$ cat src/logic/soc_periph_defs.svh
// SoC peripheral memory map and sizes
`ifndef SOC_PERIPH_DEFS_SVH
`define SOC_PERIPH_DEFS_SVH

// Bus widths of the host port and the APB side
`define SOC_ADDR_WIDTH 32
`define SOC_DATA_WIDTH 32
`define SOC_STRB_WIDTH (`SOC_DATA_WIDTH / 8)

// System size as reported by the info register
`define SOC_N_CORES    8
`define SOC_N_CLUSTERS 2

// Base of the peripheral region in the host address space
`define SOC_PERIPH_BASE 32'h1A10_0000

// Window offsets from the peripheral base, each window is 4 KiB
`define SOC_CTRL_OFFSET   32'h0000_3000
`define SOC_STDOUT_OFFSET 32'h0000_4000
`define SOC_WINDOW_SIZE   32'h0000_1000

// One select line per APB peripheral
`define SOC_N_APB_SLAVES 2

// Width of each per-core character counter
`define SOC_COUNT_WIDTH 16

`endif

$ cat src/logic/soc_periph_pkg.sv
// SoC peripheral bus types
`include "soc_periph_defs.svh"

package soc_periph_pkg;

  // Single-beat host request, captured by the bridge on accept
  typedef struct packed {
    logic [`SOC_ADDR_WIDTH-1:0] addr;
    logic [`SOC_DATA_WIDTH-1:0] wdata;
    logic [`SOC_STRB_WIDTH-1:0] strb;
    logic                       write;
  } host_req_t;

  // Host response, valid for one cycle only
  typedef struct packed {
    logic [`SOC_DATA_WIDTH-1:0] rdata;
    logic                       err;
  } host_rsp_t;

  // Shared APB request, the select lines travel on their own
  typedef struct packed {
    logic [`SOC_ADDR_WIDTH-1:0] paddr;
    logic [`SOC_DATA_WIDTH-1:0] pwdata;
    logic [`SOC_STRB_WIDTH-1:0] pstrb;
    logic                       pwrite;
    logic                       penable;
  } apb_req_t;

  typedef struct packed {
    logic [`SOC_DATA_WIDTH-1:0] prdata;
    logic                       pready;
    logic                       pslverr;
  } apb_rsp_t;

  typedef enum logic [1:0] {
    st_idle,
    st_setup,
    st_access,
    st_respond
  } bridge_state_e;

  // Word index inside the control window
  typedef enum logic [2:0] {
    reg_info      = 3'd0,
    reg_scratch0  = 3'd1,
    reg_scratch1  = 3'd2,
    reg_eoc       = 3'd3,
    reg_exit_code = 3'd4
  } ctrl_reg_e;

  // One character written by one core
  typedef struct packed {
    logic [$clog2(`SOC_N_CORES)-1:0] core;
    logic [7:0]                      chr;
  } stdout_evt_t;

endpackage

$ cat src/logic/apb_stdout.sv
// APB character output
`timescale 1ns/10ps
`include "soc_periph_defs.svh"

module apb_stdout (
  input  logic                        clk_i,
  input  logic                        reset_i,
  input  soc_periph_pkg::apb_req_t    apb_i,
  input  logic                        psel_i,
  output soc_periph_pkg::apb_rsp_t    apb_rsp_o,
  output logic                        stdout_valid_o,
  output soc_periph_pkg::stdout_evt_t stdout_o
);

  localparam int unsigned word_lsb   = $clog2(`SOC_STRB_WIDTH);
  localparam int unsigned win_msb    = $clog2(`SOC_WINDOW_SIZE) - 1;
  localparam int unsigned idx_width  = win_msb - word_lsb + 1;
  localparam int unsigned core_width = $clog2(`SOC_N_CORES);

  logic [idx_width-1:0]        word_idx;
  logic [core_width-1:0]       core;
  logic                        core_ok;
  logic                        wr_en;
  logic [`SOC_COUNT_WIDTH-1:0] count_q [`SOC_N_CORES];
  logic                        evt_valid_q;
  soc_periph_pkg::stdout_evt_t evt_q;

  // Each core owns one word in the window
  assign word_idx = apb_i.paddr[win_msb:word_lsb];
  assign core_ok  = (word_idx < idx_width'(`SOC_N_CORES));
  assign core     = word_idx[core_width-1:0];
  assign wr_en    = psel_i && apb_i.penable && apb_i.pwrite && core_ok;

  always_comb begin
    apb_rsp_o         = '0;
    apb_rsp_o.pready  = psel_i && apb_i.penable;
    apb_rsp_o.pslverr = psel_i && !core_ok;
    if (core_ok) begin
      apb_rsp_o.prdata = `SOC_DATA_WIDTH'(count_q[core]);
    end
  end

  // Per-core character counters, wrapping at 16 bits
  always_ff @(posedge clk_i) begin
    if (reset_i) begin
      for (int i = 0; i < `SOC_N_CORES; i++) begin
        count_q[i] <= '0;
      end
    end else if (wr_en) begin
      count_q[core] <= count_q[core] + 1'b1;
    end
  end

  always_ff @(posedge clk_i) begin
    if (reset_i) begin
      evt_valid_q <= 1'b0;
    end else begin
      evt_valid_q <= wr_en;
    end
  end

  // Event payload, meaningful only alongside the valid pulse
  always_ff @(posedge clk_i) begin
    if (wr_en) begin
      evt_q.core <= core;
      evt_q.chr  <= apb_i.pwdata[7:0];
    end
  end

  assign stdout_valid_o = evt_valid_q;
  assign stdout_o       = evt_q;

  // Every strobe traces back to a write access that came right after its own setup phase
  a_evt_from_write: assert property (@(posedge clk_i) disable iff (reset_i)
    stdout_valid_o |-> $past(psel_i && apb_i.penable && apb_i.pwrite) &&
                       $past(psel_i && !apb_i.penable, 2) &&
                       ($past(apb_i.paddr, 2) == $past(apb_i.paddr)));

endmodule

$ cat src/logic/soc_apb_bridge.sv
// Host to APB bridge
`timescale 1ns/10ps
`include "soc_periph_defs.svh"

module soc_apb_bridge (
  input  logic                                             clk_i,
  input  logic                                             reset_i,
  input  logic                                             req_valid_i,
  input  soc_periph_pkg::host_req_t                        req_i,
  output logic                                             req_ready_o,
  output logic                                             rsp_valid_o,
  output soc_periph_pkg::host_rsp_t                        rsp_o,
  output soc_periph_pkg::apb_req_t                         apb_o,
  output logic [`SOC_N_APB_SLAVES-1:0]                     apb_sel_o,
  input  soc_periph_pkg::apb_rsp_t [`SOC_N_APB_SLAVES-1:0] apb_rsp_i
);

  localparam int unsigned n_slaves = `SOC_N_APB_SLAVES;

  // Slave 0 is the control block, slave 1 is stdout
  localparam logic [n_slaves-1:0][`SOC_ADDR_WIDTH-1:0] win_base = {
    `SOC_PERIPH_BASE + `SOC_STDOUT_OFFSET,
    `SOC_PERIPH_BASE + `SOC_CTRL_OFFSET
  };

  soc_periph_pkg::bridge_state_e state_q;
  soc_periph_pkg::bridge_state_e state_d;
  soc_periph_pkg::host_req_t     req_q;
  soc_periph_pkg::host_rsp_t     rsp_q;
  soc_periph_pkg::apb_rsp_t      sel_rsp;
  logic [n_slaves-1:0]           dec_sel;
  logic [n_slaves-1:0]           sel_q;
  logic                          accept;

  assign req_ready_o = (state_q == soc_periph_pkg::st_idle);
  assign accept      = req_valid_i && req_ready_o;

  // Window decode of the incoming address, a miss leaves all bits low
  always_comb begin
    dec_sel = '0;
    for (int i = 0; i < n_slaves; i++) begin
      dec_sel[i] = (req_i.addr >= win_base[i]) &&
                   (req_i.addr < win_base[i] + `SOC_WINDOW_SIZE);
    end
  end

  // Response of whichever slave is currently selected
  always_comb begin
    sel_rsp = '0;
    for (int i = 0; i < n_slaves; i++) begin
      if (sel_q[i]) begin
        sel_rsp = apb_rsp_i[i];
      end
    end
  end

  always_comb begin
    state_d = state_q;
    case (state_q)
      soc_periph_pkg::st_idle: begin
        if (accept) begin
          // Misses skip the APB transfer entirely
          state_d = (dec_sel != '0) ? soc_periph_pkg::st_setup : soc_periph_pkg::st_respond;
        end
      end
      soc_periph_pkg::st_setup:  state_d = soc_periph_pkg::st_access;
      soc_periph_pkg::st_access: begin
        if (sel_rsp.pready) begin
          state_d = soc_periph_pkg::st_respond;
        end
      end
      soc_periph_pkg::st_respond: state_d = soc_periph_pkg::st_idle;
      default: state_d = soc_periph_pkg::st_idle;
    endcase
  end

  always_ff @(posedge clk_i) begin
    if (reset_i) begin
      state_q <= soc_periph_pkg::st_idle;
      sel_q   <= '0;
    end else begin
      state_q <= state_d;
      if (accept) begin
        sel_q <= dec_sel;
      end
    end
  end

  // Request and response payload
  always_ff @(posedge clk_i) begin
    if (accept) begin
      req_q <= req_i;
    end
    if (state_q == soc_periph_pkg::st_idle) begin
      // Preloaded as a decode error, overwritten when a transfer completes
      rsp_q.rdata <= '0;
      rsp_q.err   <= 1'b1;
    end else if (state_q == soc_periph_pkg::st_access && sel_rsp.pready) begin
      rsp_q.rdata <= sel_rsp.prdata;
      rsp_q.err   <= sel_rsp.pslverr;
    end
  end

  assign rsp_valid_o = (state_q == soc_periph_pkg::st_respond);
  assign rsp_o       = rsp_q;

  assign apb_o.paddr   = req_q.addr;
  assign apb_o.pwdata  = req_q.wdata;
  assign apb_o.pstrb   = req_q.strb;
  assign apb_o.pwrite  = req_q.write;
  assign apb_o.penable = (state_q == soc_periph_pkg::st_access);

  assign apb_sel_o = (state_q == soc_periph_pkg::st_setup ||
                      state_q == soc_periph_pkg::st_access) ? sel_q : '0;

  a_sel_onehot: assert property (@(posedge clk_i) disable iff (reset_i)
    $onehot0(apb_sel_o));

  a_enable_selected: assert property (@(posedge clk_i) disable iff (reset_i)
    apb_o.penable |-> (apb_sel_o != '0));

  // Setup is always followed by an access to the same slave with the same payload
  a_setup_stable: assert property (@(posedge clk_i) disable iff (reset_i)
    (state_q == soc_periph_pkg::st_setup) |=>
      apb_o.penable && $stable(apb_sel_o) && $stable(apb_o.paddr) &&
      $stable(apb_o.pwdata) && $stable(apb_o.pstrb) && $stable(apb_o.pwrite));

endmodule

$ cat src/logic/soc_ctrl_regs.sv
// SoC control registers
`timescale 1ns/10ps
`include "soc_periph_defs.svh"

module soc_ctrl_regs (
  input  logic                       clk_i,
  input  logic                       reset_i,
  input  soc_periph_pkg::apb_req_t   apb_i,
  input  logic                       psel_i,
  output soc_periph_pkg::apb_rsp_t   apb_rsp_o,
  output logic                       eoc_o,
  output logic [`SOC_DATA_WIDTH-1:0] exit_code_o
);

  localparam int unsigned word_lsb  = $clog2(`SOC_STRB_WIDTH);
  localparam int unsigned win_msb   = $clog2(`SOC_WINDOW_SIZE) - 1;
  localparam int unsigned idx_width = win_msb - word_lsb + 1;
  localparam int unsigned sel_width = $bits(soc_periph_pkg::ctrl_reg_e);

  logic [idx_width-1:0]       word_idx;
  soc_periph_pkg::ctrl_reg_e  reg_sel;
  logic                       idx_ok;
  logic                       bad_access;
  logic                       wr_en;
  logic [`SOC_DATA_WIDTH-1:0] scratch0_q;
  logic [`SOC_DATA_WIDTH-1:0] scratch1_q;
  logic [`SOC_DATA_WIDTH-1:0] exit_code_q;
  logic                       eoc_q;

  // Replace only the bytes whose strobe is set
  function automatic logic [`SOC_DATA_WIDTH-1:0] strb_merge(
    input logic [`SOC_DATA_WIDTH-1:0] old_val,
    input logic [`SOC_DATA_WIDTH-1:0] new_val,
    input logic [`SOC_STRB_WIDTH-1:0] strb
  );
    logic [`SOC_DATA_WIDTH-1:0] res;
    res = old_val;
    for (int b = 0; b < `SOC_STRB_WIDTH; b++) begin
      if (strb[b]) begin
        res[8*b +: 8] = new_val[8*b +: 8];
      end
    end
    return res;
  endfunction

  assign word_idx = apb_i.paddr[win_msb:word_lsb];
  assign idx_ok   = (word_idx <= idx_width'(soc_periph_pkg::reg_exit_code));
  assign reg_sel  = soc_periph_pkg::ctrl_reg_e'(word_idx[sel_width-1:0]);

  // Info is read-only and everything past exit_code is unmapped
  assign bad_access = !idx_ok || (apb_i.pwrite && reg_sel == soc_periph_pkg::reg_info);
  assign wr_en      = psel_i && apb_i.penable && apb_i.pwrite && !bad_access;

  // Zero wait states, the response is ready in the access cycle
  always_comb begin
    apb_rsp_o         = '0;
    apb_rsp_o.pready  = psel_i && apb_i.penable;
    apb_rsp_o.pslverr = psel_i && bad_access;
    if (idx_ok) begin
      case (reg_sel)
        soc_periph_pkg::reg_info:
          apb_rsp_o.prdata = {16'(`SOC_N_CLUSTERS), 16'(`SOC_N_CORES)};
        soc_periph_pkg::reg_scratch0:  apb_rsp_o.prdata = scratch0_q;
        soc_periph_pkg::reg_scratch1:  apb_rsp_o.prdata = scratch1_q;
        soc_periph_pkg::reg_eoc:       apb_rsp_o.prdata = `SOC_DATA_WIDTH'(eoc_q);
        soc_periph_pkg::reg_exit_code: apb_rsp_o.prdata = exit_code_q;
        default:                       apb_rsp_o.prdata = '0;
      endcase
    end
  end

  always_ff @(posedge clk_i) begin
    if (reset_i) begin
      scratch0_q  <= '0;
      scratch1_q  <= '0;
      eoc_q       <= 1'b0;
      exit_code_q <= '0;
    end else if (wr_en) begin
      case (reg_sel)
        soc_periph_pkg::reg_scratch0:
          scratch0_q <= strb_merge(scratch0_q, apb_i.pwdata, apb_i.pstrb);
        soc_periph_pkg::reg_scratch1:
          scratch1_q <= strb_merge(scratch1_q, apb_i.pwdata, apb_i.pstrb);
        soc_periph_pkg::reg_eoc:       eoc_q       <= apb_i.pwdata[0];
        soc_periph_pkg::reg_exit_code: exit_code_q <= apb_i.pwdata;
        default: ;
      endcase
    end
  end

  assign eoc_o       = eoc_q;
  assign exit_code_o = exit_code_q;

  // Ready only comes in an access phase that directly follows its setup phase
  a_ready_after_setup: assert property (@(posedge clk_i) disable iff (reset_i)
    apb_rsp_o.pready |-> psel_i && $past(psel_i && !apb_i.penable));

endmodule

$ cat src/logic/soc_peripherals.sv
// SoC peripheral subsystem
`timescale 1ns/10ps
`include "soc_periph_defs.svh"

module soc_peripherals (
  input  logic                        clk_i,
  input  logic                        reset_i,

  // Host request and response port
  input  logic                        req_valid_i,
  input  soc_periph_pkg::host_req_t   req_i,
  output logic                        req_ready_o,
  output logic                        rsp_valid_o,
  output soc_periph_pkg::host_rsp_t   rsp_o,

  // End of computation status
  output logic                        eoc_o,
  output logic [`SOC_DATA_WIDTH-1:0]  exit_code_o,

  // Character stream
  output logic                        stdout_valid_o,
  output soc_periph_pkg::stdout_evt_t stdout_o
);

  soc_periph_pkg::apb_req_t                         apb_req;
  logic [`SOC_N_APB_SLAVES-1:0]                     apb_sel;
  soc_periph_pkg::apb_rsp_t [`SOC_N_APB_SLAVES-1:0] apb_rsp;

  soc_apb_bridge i_apb_bridge (
    .clk_i       (clk_i),
    .reset_i     (reset_i),
    .req_valid_i (req_valid_i),
    .req_i       (req_i),
    .req_ready_o (req_ready_o),
    .rsp_valid_o (rsp_valid_o),
    .rsp_o       (rsp_o),
    .apb_o       (apb_req),
    .apb_sel_o   (apb_sel),
    .apb_rsp_i   (apb_rsp)
  );

  // Slave 0 of the address map
  soc_ctrl_regs i_soc_ctrl_regs (
    .clk_i       (clk_i),
    .reset_i     (reset_i),
    .apb_i       (apb_req),
    .psel_i      (apb_sel[0]),
    .apb_rsp_o   (apb_rsp[0]),
    .eoc_o       (eoc_o),
    .exit_code_o (exit_code_o)
  );

  // Slave 1 of the address map
  apb_stdout i_stdout (
    .clk_i          (clk_i),
    .reset_i        (reset_i),
    .apb_i          (apb_req),
    .psel_i         (apb_sel[1]),
    .apb_rsp_o      (apb_rsp[1]),
    .stdout_valid_o (stdout_valid_o),
    .stdout_o       (stdout_o)
  );

endmodule

$ cat config.mk
export PLATFORM = sky130hd
export DESIGN_NAME = soc_peripherals
export DESIGN_NICKNAME = d
export VERILOG_FILES = /design/src/logic/soc_periph_pkg.sv /design/src/logic/apb_stdout.sv /design/src/logic/soc_apb_bridge.sv /design/src/logic/soc_ctrl_regs.sv /design/src/logic/soc_peripherals.sv
export VERILOG_INCLUDE_DIRS = /design/src /design/src/logic
export SDC_FILE = /design/constraint.sdc
export NUM_CORES = 1
export LEC_CHECK = 0
export ABC_AREA = 0
export BUFFER_PORTS_ARGS = -buffer_cell sky130_fd_sc_hd__buf_4
export CORE_MARGIN = 8
export CORE_UTILIZATION = 58
export DETAILED_ROUTE_END_ITERATION = 10
export PLACE_DENSITY_LB_ADDON = 0.25
export SLEW_MARGIN = 15
export SYNTH_ARGS = -nofsm -noshare
export SYNTH_HDL_FRONTEND = slang
export SYNTH_SLANG_ARGS = --single-unit
export TNS_END_PERCENT = 30
$ cat constraint.sdc
create_clock -name clk_i -period 3.3 [get_ports clk_i]
set_input_delay 0.66 -clock clk_i [delete_from_list [all_inputs] [get_ports clk_i]]
set_output_delay 0.66 -clock clk_i [all_outputs]
set_load 0.05 [all_outputs]
==> key figures, run 1 <==
CTS
  • Setup bufs post-CTS: 0
  • Clk_lat worst skew: 580 ps
  • Reg clk slew, reported paths: roughly 70 ps
  • Htree depth: 1
  • Hold buffers post-CTS: 0
  • Clk buf depth: 3
  • CTS tree: done
  • Clk sink count: 324
  • Post_cts resized: 0
  • Root buffer cell: clkbuf_16
  • Total CTS buffers: 31

Placement
  • IO buf count: 149
  • Dpl ws: 404.7 ps
  • Final HPWL DP: 23080 um
  • RD Place Congestion: around 0.84

Critical path
  • CP startpoint kind: flop
  • CP delay by family, top: multiplexers
  • Worst setup EP type: flop
  • CP cell instances: mux4_2 > mux2_2 > ha_1 > nand3_1 > and4bb_2 > xnor2_2 > nor2_1
  • CP Data Arrival Time: 3250 ps
  • Buf/Inv on CP: 0
  • Critical Path Sink: i_stdout.count_q[0][12]
  • CP peak stage delay: approximately 570 ps
  • RR Endpoint: i_stdout.count_q[0][12]
  • Reg2reg path depth: 7
  • Cell count along the critical path: 7
  • Critical Setup Path Class: flop to flop
  • R2r setup slk: 360 ps
  • CP Data Required Time: 3610 ps
  • CP max FO: 12
  • Slowest CP cell: dfxtp_2

Final layout
  • Commonest non-fill, non-tap cell in the layout: buf_4
  • Area occupied by multi-input gates: 4661 um2
  • Layout cells sized above 1: 22.17%
  • Layout fillers: approximately 1600
  • Area growth syn-to-layout: 20.23%
  • FF+latch area: ~8300 um2
  • Antenna Cells: 0
  • Most frequent cells in the layout: buf_4 (206), edfxtp_1 (186), nand2_1 (178)
  • Nets: 1440

Global routing
  • Vias in the first global route: 10070
  • Total congestion overflow: 0
  • Largest net degree at the start of global routing: 110
  • Initial antenna violation count: 0
  • Total GRT Usage: 24.69%
  • First-pass GRT wire length: between 50000 and 60000 um

Routing
  • Metal-1 WL: 13770 um
  • WL/cell: 21.20 um
  • Post-DRT Antenna Nets: 0
  • Vias per inst: 6.042
  • Uppermost layer routed: met4
  • Post-route DRC: 0
  • DR pass1 iterations: 6
  • DR WL met3: 2653 um
  • Starting DRT DRC Count: 1027
  • WL final: ~35000 um
  • DR vias: 10110
  • Met2 wire len: 17890 um

Pwr
  • Peak VDD IR: 0.0004968 V
  • PD cells: 643.1 nW/um2
  • P_leak: roughly 5.7 nW

Timing
  • Unrepaired setup endpoints after global routing: false
  • Clock Skews: approximately 20 ps
  • Max Clock Freq: 339.6 MHz
  • Final period util: about nine tenths
  • Slew Limit Fails: 0
  • Relative slew slack: 24.40%
  • Post-layout minimum cycle time: a little under 3000 ps
  • Final setup TNS: 0 ps
  • Worst Tran Pin Value: 1134 ps
  • Final Hold Viols: 0
  • Final setup viols: 0
  • Final worst slack: 355.8 ps

Synth
  • Synth Flop Type: edfxtp_1
  • Number of synthesized flops with an enable pin: 186
  • Register area share after synthesis: 62.51%
  • Mean Syn Cell Area: 11.12 um2
  • Total number of yosys warnings: 0
  • Post-synth cell types: 52
  • Synth top area share: 41.82%
  • Mapped Area: about 13000 um2
  • Top cell type by total area after synthesis: edfxtp_1
  • Number of synthesized register bits: roughly 320
  • Syn_nets: ~1300
  • Async SR Flop Fraction: 0%
  • Cells after synthesis: 1201
  • Synth area leaders: edfxtp_1 (42%), dfxtp_1 (21%), nand2_1 (5.0%)

Floorplanning
  • Rows: 55
  • Die X: ~170 um
  • Core box area: ~23000 um2
  • Initial Util: between 50% and 60%
  • Boundary Pins: 152
  • Die height: about 170 um
  • Die area: between 20000 and 30000 um2

Flow run
  • Max-capacitance violation count: 0

Status
  • Outcome: finished clean

Worst hold path
  • Path type of the worst min-delay path: input port to flop
-- synth_stat cells, drive strengths merged, types with 2 or more instances --
library cell    n
nand3b          4
dfxtp         138
a21oi         108
nand2         178
xnor2           7
or3             5
mux4           32
mux2i          12
a22oi          48
nor4            8
nand4           4
clkbuf         70
nor2b           5
o21a            2
o21ai          31
nor3           30
edfxtp        186
ha              4
xor2            6
a211oi         10
nor3b           2
nand2b          9
and2            2
a221oi          4
nand3          76
and3            2
mux2           10
inv             9
o221ai          2
nor2          178
buf            10
-- cell families after synthesis --
group / count (synthesis) / share of synthesized area, %
AO/OA/AOI/OAI: 210 / 9.266
XOR/XNOR: 13 / 0.9650
adder cells (fa/ha/maj): 4 / 0.3748
buffers and inverters: 89 / 2.810
flip-flops: 324 / 62.51
multiplexers: 54 / 7.542
AND/OR/NAND/NOR: 507 / 16.54
-- metal layers --
metal / vias up / global-route usage, %
met5: - / 0
met4: 0 / 8.385
met3: 89 / 4.397
met2: 444 / 43.14
met1: 4923 / 30.43
li1: 4658 / -
-- layout make-up --
type,count,share of cell area (%)
Clock buffer,45,5.540
Clock inverter,13,0.8728
Inverter,9,0.2104
Multi-Input combinational cell,788,29.03
Sequential cell,324,52.00
Tap cell,285,2.221
Timing Repair Buffer,210,10.13
-- where the power goes --
part           total, mW  switching [mW]  internal (mW)
registers           4.74           0.223           4.52
logic               2.01            1.25          0.765
clock network       3.57            1.53           2.04
-- registers in the layout, indices dropped and copies added, names as in the netlist, named ones only --
name	count
i_stdout.count_q	128
i_stdout.stdout_valid_o	1
i_apb_bridge.apb_o	47
i_soc_ctrl_regs.scratch0_q	32
i_apb_bridge.state_q	2
i_apb_bridge.sel_q	2
i_soc_ctrl_regs.exit_code_o	32
i_stdout.stdout_o	11
i_soc_ctrl_regs.eoc_o	1
i_apb_bridge.rsp_o	33
i_soc_ctrl_regs.scratch1_q	32
-- metrics by stage --
step	power [mW]	hold WS (ps)	area, um2	util (%)	std cells
after floorplan	6.051	424.4	13360	-	1201
final	10.33	252.7	16060	70.92	1674
after global placement	6.758	441.0	15030	66.37	1616
after CTS	10.34	239.4	16060	70.92	1674
after detailed placement	6.813	446.0	15030	66.37	1616
after global routing	10.66	236.6	16060	70.92	1674
-- worst min path at each step --
stage	start	to	slack, ps	cells after the start
6_report	req_i[1]	i_apb_bridge.apb_o[2]	250	1
3_3_place_gp	i_soc_ctrl_regs.scratch0_q[27]	i_soc_ctrl_regs.scratch0_q[27]	440	2
2_1_floorplan	i_apb_bridge.apb_o[41]	i_stdout.stdout_o[9]	420	0
4_1_cts	req_i[1]	i_apb_bridge.apb_o[2]	240	1
3_5_place_dp	i_soc_ctrl_regs.scratch0_q[19]	i_soc_ctrl_regs.scratch0_q[19]	450	2
5_1_grt	req_i[9]	i_apb_bridge.apb_o[10]	240	1
Power figures use the tool's default switching activity.
==> run 2: changes to the inputs <==
Settings changed: CORE_ASPECT_RATIO set to 1.2, REMOVE_ABC_BUFFERS set to 1.
==> run 2 against run 1 <==
Compared with the run above: global-route usage is 0.39 points lower; maximum frequency down 4.1%; sequential share of layout area up 0.33 points; clock skew shrank 11 ps; routed wire length down 1.9%; worst setup slack worse by 120 ps; via count down 1.9%; clock-buffer cell count unchanged; clock power is 10% lower; largest cell class unchanged.
==> key figures, run 2 (synthesis gave the netlist of run 1 again) <==
Status
  • Outcome: finished clean (unchanged)

Global routing
  • Largest net degree at the start of global routing: 102 (was 110)
  • Total GRT Usage: 24.29% (was 24.69%)
  • First-pass GRT wire length: 54080 um (was 55090 um)
  • Initial antenna violation count: 0 (unchanged)
  • Vias in the first global route: 9992 (was 10070)
  • Total congestion overflow: 0 (unchanged)

Routing
  • WL final: 34800 um (was 35490 um)
  • Post-route DRC: 0 (unchanged)
  • Post-DRT Antenna Nets: 0 (unchanged)
  • DR vias: 9921 (was 10110)
  • Starting DRT DRC Count: 882 (was 1027)
  • Vias per inst: 5.944 (was 6.042)
  • WL/cell: 20.85 um (was 21.20 um)
  • DR pass1 iterations: 6 (unchanged)

Pwr
  • Peak VDD IR: 0.0005595 V (was 0.0004968 V)
  • PD cells: 620.3 nW/um2 (was 643.1 nW/um2)
  • P_leak: 5.679 nW (was 5.727 nW)

Critical path
  • Critical Setup Path Class: flop to flop (unchanged)
  • CP peak stage delay: 640 ps (was 570 ps)
  • Worst setup EP type: flop (unchanged)
  • CP startpoint kind: flop (unchanged)
  • CP cell instances: mux4_1 > mux2i_1 > nor3_1 > and3_1 > xnor2_1 > nor2_1 (was mux4_2 > mux2_2 > ha_1 > nand3_1 > and4bb_2 > xnor2_2 > nor2_1)
  • CP Data Required Time: 3580 ps (was 3610 ps)
  • CP Data Arrival Time: 3350 ps (was 3250 ps)
  • Slowest CP cell: dfxtp_2 (unchanged)
  • CP max FO: 14 (was 12)

Floorplanning
  • Die X: 154.5 um (was 167.7 um)
  • Core box area: 22900 um2 (was 22640 um2)
  • Die height: 182.2 um (was 167.7 um)
  • Rows: 61 (was 55)
  • Die area: 28160 um2 (was 28140 um2)
  • Boundary Pins: 152 (unchanged)
  • Initial Util: 58.33% (was 58.99%)

Placement
  • RD Place Congestion: 0.8191 (was 0.8367)
  • Final HPWL DP: 22500 um (was 23080 um)
  • Placed cell count: 1614 (was 1616)
  • IO buf count: 149 (unchanged)

Final layout
  • Area occupied by multi-input gates: 4661 um2 (unchanged)
  • Layout cells sized above 1: 21.65% (was 22.17%)
  • Fin cells: 1669 (was 1674)
  • Layout fillers: 1691 (was 1622)
  • Most flop-heavy register: i_stdout.count_q (unchanged)
  • Commonest non-fill, non-tap cell in the layout: buf_4 (unchanged)
  • Max FFs per register: 128 (unchanged)
  • Area growth syn-to-layout: 19.46% (was 20.23%)
  • Nets: 1439 (was 1440)
  • FF+latch area: 8349 um2 (unchanged)
  • Most frequent cells in the layout: buf_4 (204), edfxtp_1 (186), nand2_1 (178) (was buf_4 (206), edfxtp_1 (186), nand2_1 (178))
  • Antenna Cells: 0 (unchanged)

Timing
  • Post-layout minimum cycle time: 3069 ps (was 2944 ps)
  • Relative slew slack: 26.48% (was 24.40%)
  • Max Clock Freq: 325.8 MHz (was 339.6 MHz)
  • Final setup TNS: 0 ps (unchanged)
  • Final Hold Viols: 0 (unchanged)
  • Min Hold Slack: 279.0 ps (was 252.7 ps)
  • Slew Limit Fails: 0 (unchanged)
  • Worst Tran Pin Value: 1103 ps (was 1134 ps)
  • Unrepaired setup endpoints after global routing: false (unchanged)
  • Final setup viols: 0 (unchanged)
  • Clock Skews: 8.618 ps (was 19.67 ps)
  • Final period util: 93.00% (was 89.22%)

CTS
  • Clk buf depth: 3 (unchanged)
  • Clk_lat worst skew: 550 ps (was 580 ps)
  • CTS tree: done (unchanged)
  • Hold buffers post-CTS: 0 (unchanged)
  • Post_cts resized: 0 (unchanged)
  • Htree depth: 1 (unchanged)
  • Clk sink count: 324 (unchanged)
  • Setup bufs post-CTS: 0 (unchanged)
  • Reg clk slew, reported paths: 60 ps (was 70 ps)
  • Root buffer cell: clkbuf_16 (unchanged)
  • Total CTS buffers: 30 (was 31)

Worst hold path
  • Path type of the worst min-delay path: input port to flop (unchanged)

Flow run
  • Max-capacitance violation count: 0 (unchanged)
## run 2: cell count changes in the layout (fill, tap and decap cells not counted), moves of 2 or more
cell,before,now
buf_12,4,6
buf_4,206,204
bufinv_16,2,0
clkbuf_1,9,11
clkinv_1,0,3
## run 2: path summary, 6_finish.rpt
path	startpoint	endpoint	slack, ps	cells after the start
min reg2reg	i_soc_ctrl_regs.scratch0_q[23]	i_soc_ctrl_regs.scratch0_q[23]	450	2
max	flop	i_stdout.count_q[0][6]	230	6
max reg2reg	flop	i_stdout.count_q[0][6]	230	6
min	req_i[32]	i_apb_bridge.apb_o[33]	280	1
## run 2: worst max-delay path, delay by kind of cell, from the launching register on
family,cells,cell delay (ps)
flip-flops,1,640
multiplexers,2,1010
XOR/XNOR,1,530
AND/OR/NAND/NOR,3,610
## run 2: metal layers
layer	wire length (um)	vias up	GRT usage (%)
li1	-	4639	-
met4	874	0	8.009
met3	2724	65	5.135
met1	13110	4801	28.61
met2	18090	416	43.41
met5	0	-	0
## run 2: metrics by stage
step	utilization (%)	instance area [um2]	worst slack [ps]	power (mW)
after floorplan	-	13010	-887.3	5.935
after global placement	65.73	15050	387.5	6.723
after detailed placement	65.73	15050	230.9	6.772
after CTS	69.68	15950	229.7	9.942
after global routing	69.68	15950	68.84	10.26
final	69.68	15950	231.0	9.896
## run 2: area by class of cell
type / instances / share of cell area, %
tap: 283 / 2.219
multi-input combinational: 788 / 29.21
clock inverter: 10 / 0.2902
sequential: 324 / 52.33
clock buffer: 45 / 5.380
timing repair buffer: 210 / 10.35
inverter: 9 / 0.2117
## run 2: power breakdown
group	internal, mW	total, mW	leakage [nW]	switching [mW]
sequential	4.52	4.74	2.98	0.215
combinational	0.738	1.96	2.25	1.22
clock	1.79	3.20	0.449	1.41
total	7.05	9.90	5.68	2.85
==> run 3: changes to the inputs <==
Settings changed: CAP_MARGIN set to 20, CORE_UTILIZATION 58 to 53.
Clock period 3.3 ns to 2.7 ns, I/O delays scaled along.
==> run 3 against run 2 <==
Compared with the run above: cell area increased by 3.7%; non-clock buffer count increased by 29; register-to-register slack got worse by 180 ps; total power increased by 31%; critical path depth increased by 3; routed wire length increased by 3.3%; critical path type unchanged; largest power group unchanged.
==> key figures, run 3 (synthesis gave the netlist of run 1 again) <==
CTS
  • Clk sink count: 324 (unchanged)
  • CTS tree: done (unchanged)
  • Htree depth: 1 (unchanged)
  • Hold buffers post-CTS: 0 (unchanged)
  • Reg clk slew, reported paths: 60 ps (about the same)
  • Total CTS buffers: 30 (unchanged)
  • Root buffer cell: clkbuf_16 (unchanged)
  • Clk buf depth: 3 (unchanged)
  • Clk_lat worst skew: 550 ps (about the same)

Timing
  • Final period util: 98.17% (was 93.00%)
  • Clock Skews: 7.905 ps (was 8.618 ps)
  • Relative slew slack: 46.27% (was 26.48%)
  • Final Hold Viols: 0 (unchanged)
  • Final setup viols: 0 (unchanged)
  • Final worst slack: 49.33 ps (was 231.0 ps)
  • Slew Limit Fails: 0 (unchanged)
  • Post-layout minimum cycle time: 2651 ps (was 3069 ps)
  • Worst Tran Pin Value: 805.8 ps (was 1103 ps)
  • Unrepaired setup endpoints after global routing: true (was false)
  • Max Clock Freq: 377.3 MHz (was 325.8 MHz)

Global routing
  • Largest net degree at the start of global routing: 74 (was 102)
  • First-pass GRT wire length: 55600 um (was 54080 um)
  • Total GRT Usage: 22.86% (was 24.29%)
  • Vias in the first global route: 10030 (was 9992)
  • Initial antenna violation count: 0 (unchanged)
  • Total congestion overflow: 0 (unchanged)

Final layout
  • Layout fillers: 1928 (was 1691)
  • Layout cells sized above 1: 24.86% (was 21.65%)
  • Most frequent cells in the layout: buf_4 (227), edfxtp_1 (186), nand2_1 (177), nor2_1 (177), dfxtp_1 (137) (was buf_4 (204), edfxtp_1 (186), nand2_1 (178))
  • Area growth syn-to-layout: 23.87% (was 19.46%)
  • Max FFs per register: 128 (unchanged)
  • Final design utilization: 66.84% (was 69.68%)
  • Nets: 1468 (was 1439)
  • Most flop-heavy register: i_stdout.count_q (unchanged)
  • Finished Cell Area: 16540 um2 (was 15950 um2)
  • Antenna Cells: 0 (unchanged)
  • Area occupied by multi-input gates: 4733 um2 (was 4661 um2)
  • Fin cells: 1741 (was 1669)
  • Commonest non-fill, non-tap cell in the layout: buf_4 (unchanged)
  • FF+latch area: 8352 um2 (was 8349 um2)

Worst hold path
  • Hold path depth: 1 (unchanged)
  • Hold path endpoint: i_apb_bridge.apb_o[32] (was i_apb_bridge.apb_o[33])
  • Path type of the worst min-delay path: input port to flop (unchanged)
  • Worst hold path startpoint: req_i[31] (was req_i[32])

Placement
  • Final HPWL DP: 23480 um (was 22500 um)
  • Post-placement cell area: 15340 um2 (was 15050 um2)
  • Dpl ws: -21.23 ps (was 230.9 ps)
  • Placed cell count: 1680 (was 1614)
  • RD Place Congestion: 0.7912 (was 0.8191)
  • IO buf count: 149 (unchanged)

Pwr
  • Peak VDD IR: 0.0005834 V (was 0.0005595 V)
  • P_int: 9.272 mW (was 7.045 mW)
  • Sw Pwr: 3.688 mW (was 2.850 mW)
  • Flop pwr share: 44.3% (was 47.9%)
  • Power Total: 12.96 mW (was 9.896 mW)
  • PD cells: 783.4 nW/um2 (was 620.3 nW/um2)
  • Clock power frac: 34.2% (was 32.3%)
  • Combinational share of power: 21.4% (was 19.8%)
  • P_leak: 5.951 nW (was 5.679 nW)
  • Switch share: 28.46% (was 28.80%)

Floorplanning
  • Core box area: 24750 um2 (was 22900 um2)
  • Boundary Pins: 152 (unchanged)
  • Die area: 30560 um2 (was 28160 um2)
  • Initial Util: 53.96% (was 58.33%)
  • Die X: 160.9 um (was 154.5 um)
  • Rows: 63 (was 61)
  • Die height: 189.9 um (was 182.2 um)

Routing
  • Post-route DRC: 0 (unchanged)
  • Post-DRT Antenna Nets: 0 (unchanged)
  • WL final: 35960 um (was 34800 um)
  • DR vias: 10040 (was 9921)
  • WL/cell: 20.65 um (was 20.85 um)
  • Starting DRT DRC Count: 801 (was 882)
  • Vias per inst: 5.767 (was 5.944)
  • DR pass1 iterations: 5 (was 6)

Critical path
  • Critical Setup Path Class: flop to flop (unchanged)
  • CP Data Arrival Time: 2950 ps (was 3350 ps)
  • CP startpoint kind: flop (unchanged)
  • CP max FO: 9 (was 14)
  • R2r setup slk: 50 ps (was 230 ps)
  • Worst setup EP type: flop (unchanged)
  • RR Endpoint: i_stdout.count_q[1][14] (was i_stdout.count_q[0][6])
  • CP Data Required Time: 3000 ps (was 3580 ps)
  • Reg2reg path depth: 9 (was 6)

Status
  • Outcome: finished clean (unchanged)

Flow run
  • Max-capacitance violation count: 0 (unchanged)
[run 3: power groups by stage]
stage	Clock, mW	Sequential [mW]	Combinational (mW)
after floorplan	0	5.93	1.32
after global placement	0	5.83	2.61
after detailed placement	0	5.84	2.64
after CTS	4.48	5.73	2.67
after global routing	4.65	5.77	2.97
final	4.44	5.75	2.78
[run 3: worst max-delay path: stages (launching register included)]
cell,delay (ps)
dfxtp_4,370
clkbuf_16,170
mux4_1,380
mux2i_4,100
buf_4,160
or3_4,400
or2_4,280
nor4_4,260
buf_4,200
nor3_1,60
[run 3: how the worst max path moves through the flow]
stage | startpoint | end | slack (ps) | cells past startpoint
floorplan | i_apb_bridge.apb_o[40] | i_soc_ctrl_regs.scratch0_q[0] | -1490 | 6
global placement | flop | i_stdout.count_q[1][6] | 60 | 8
detailed placement | flop | i_stdout.count_q[0][6] | -20 | 8
CTS | flop | i_stdout.count_q[7][14] | 40 | 8
global route | flop | i_stdout.count_q[1][14] | -20 | 9
finish | flop | i_stdout.count_q[1][14] | 50 | 9
[run 3: timing repair]
item / CTS / global route
buffers inserted: 0 / 4
pin swaps: 0 / 4
gates resized for setup: 2 / 12
endpoints found under the hold margin: 0 / 0
endpoints found under the setup margin: 9 / 73
gates cloned: 0 / 1
[run 3: per-layer routing]
layer,vias to the layer above,routed length [um],track usage (%),share of wire (%)
li1,4707,-,-,-
met1,4880,13340,26.84,37
met2,397,19110,41.72,53
met3,56,2773,4.649,7.7
met4,0,735,6.312,2.0
met5,-,0,0,0
[run 3: layout make-up]
type                       count  area share, %
timing repair buffer         239          11.78
clock inverter                11         0.4916
inverter                       9         0.2042
sequential                   324          50.48
tap                          325          2.458
multi-input combinational    788          28.61
clock buffer                  45          5.967
[run 3: through the flow]
step / hold WS (ps) / TNS [ps]
2_1_floorplan: 427.8 / -214700
3_3_place_gp: 441.3 / 0
3_5_place_dp: 446.0 / -50.18
4_1_cts: 141.9 / 0
5_1_grt: 137.7 / -91.36
6_report: 158.5 / 0
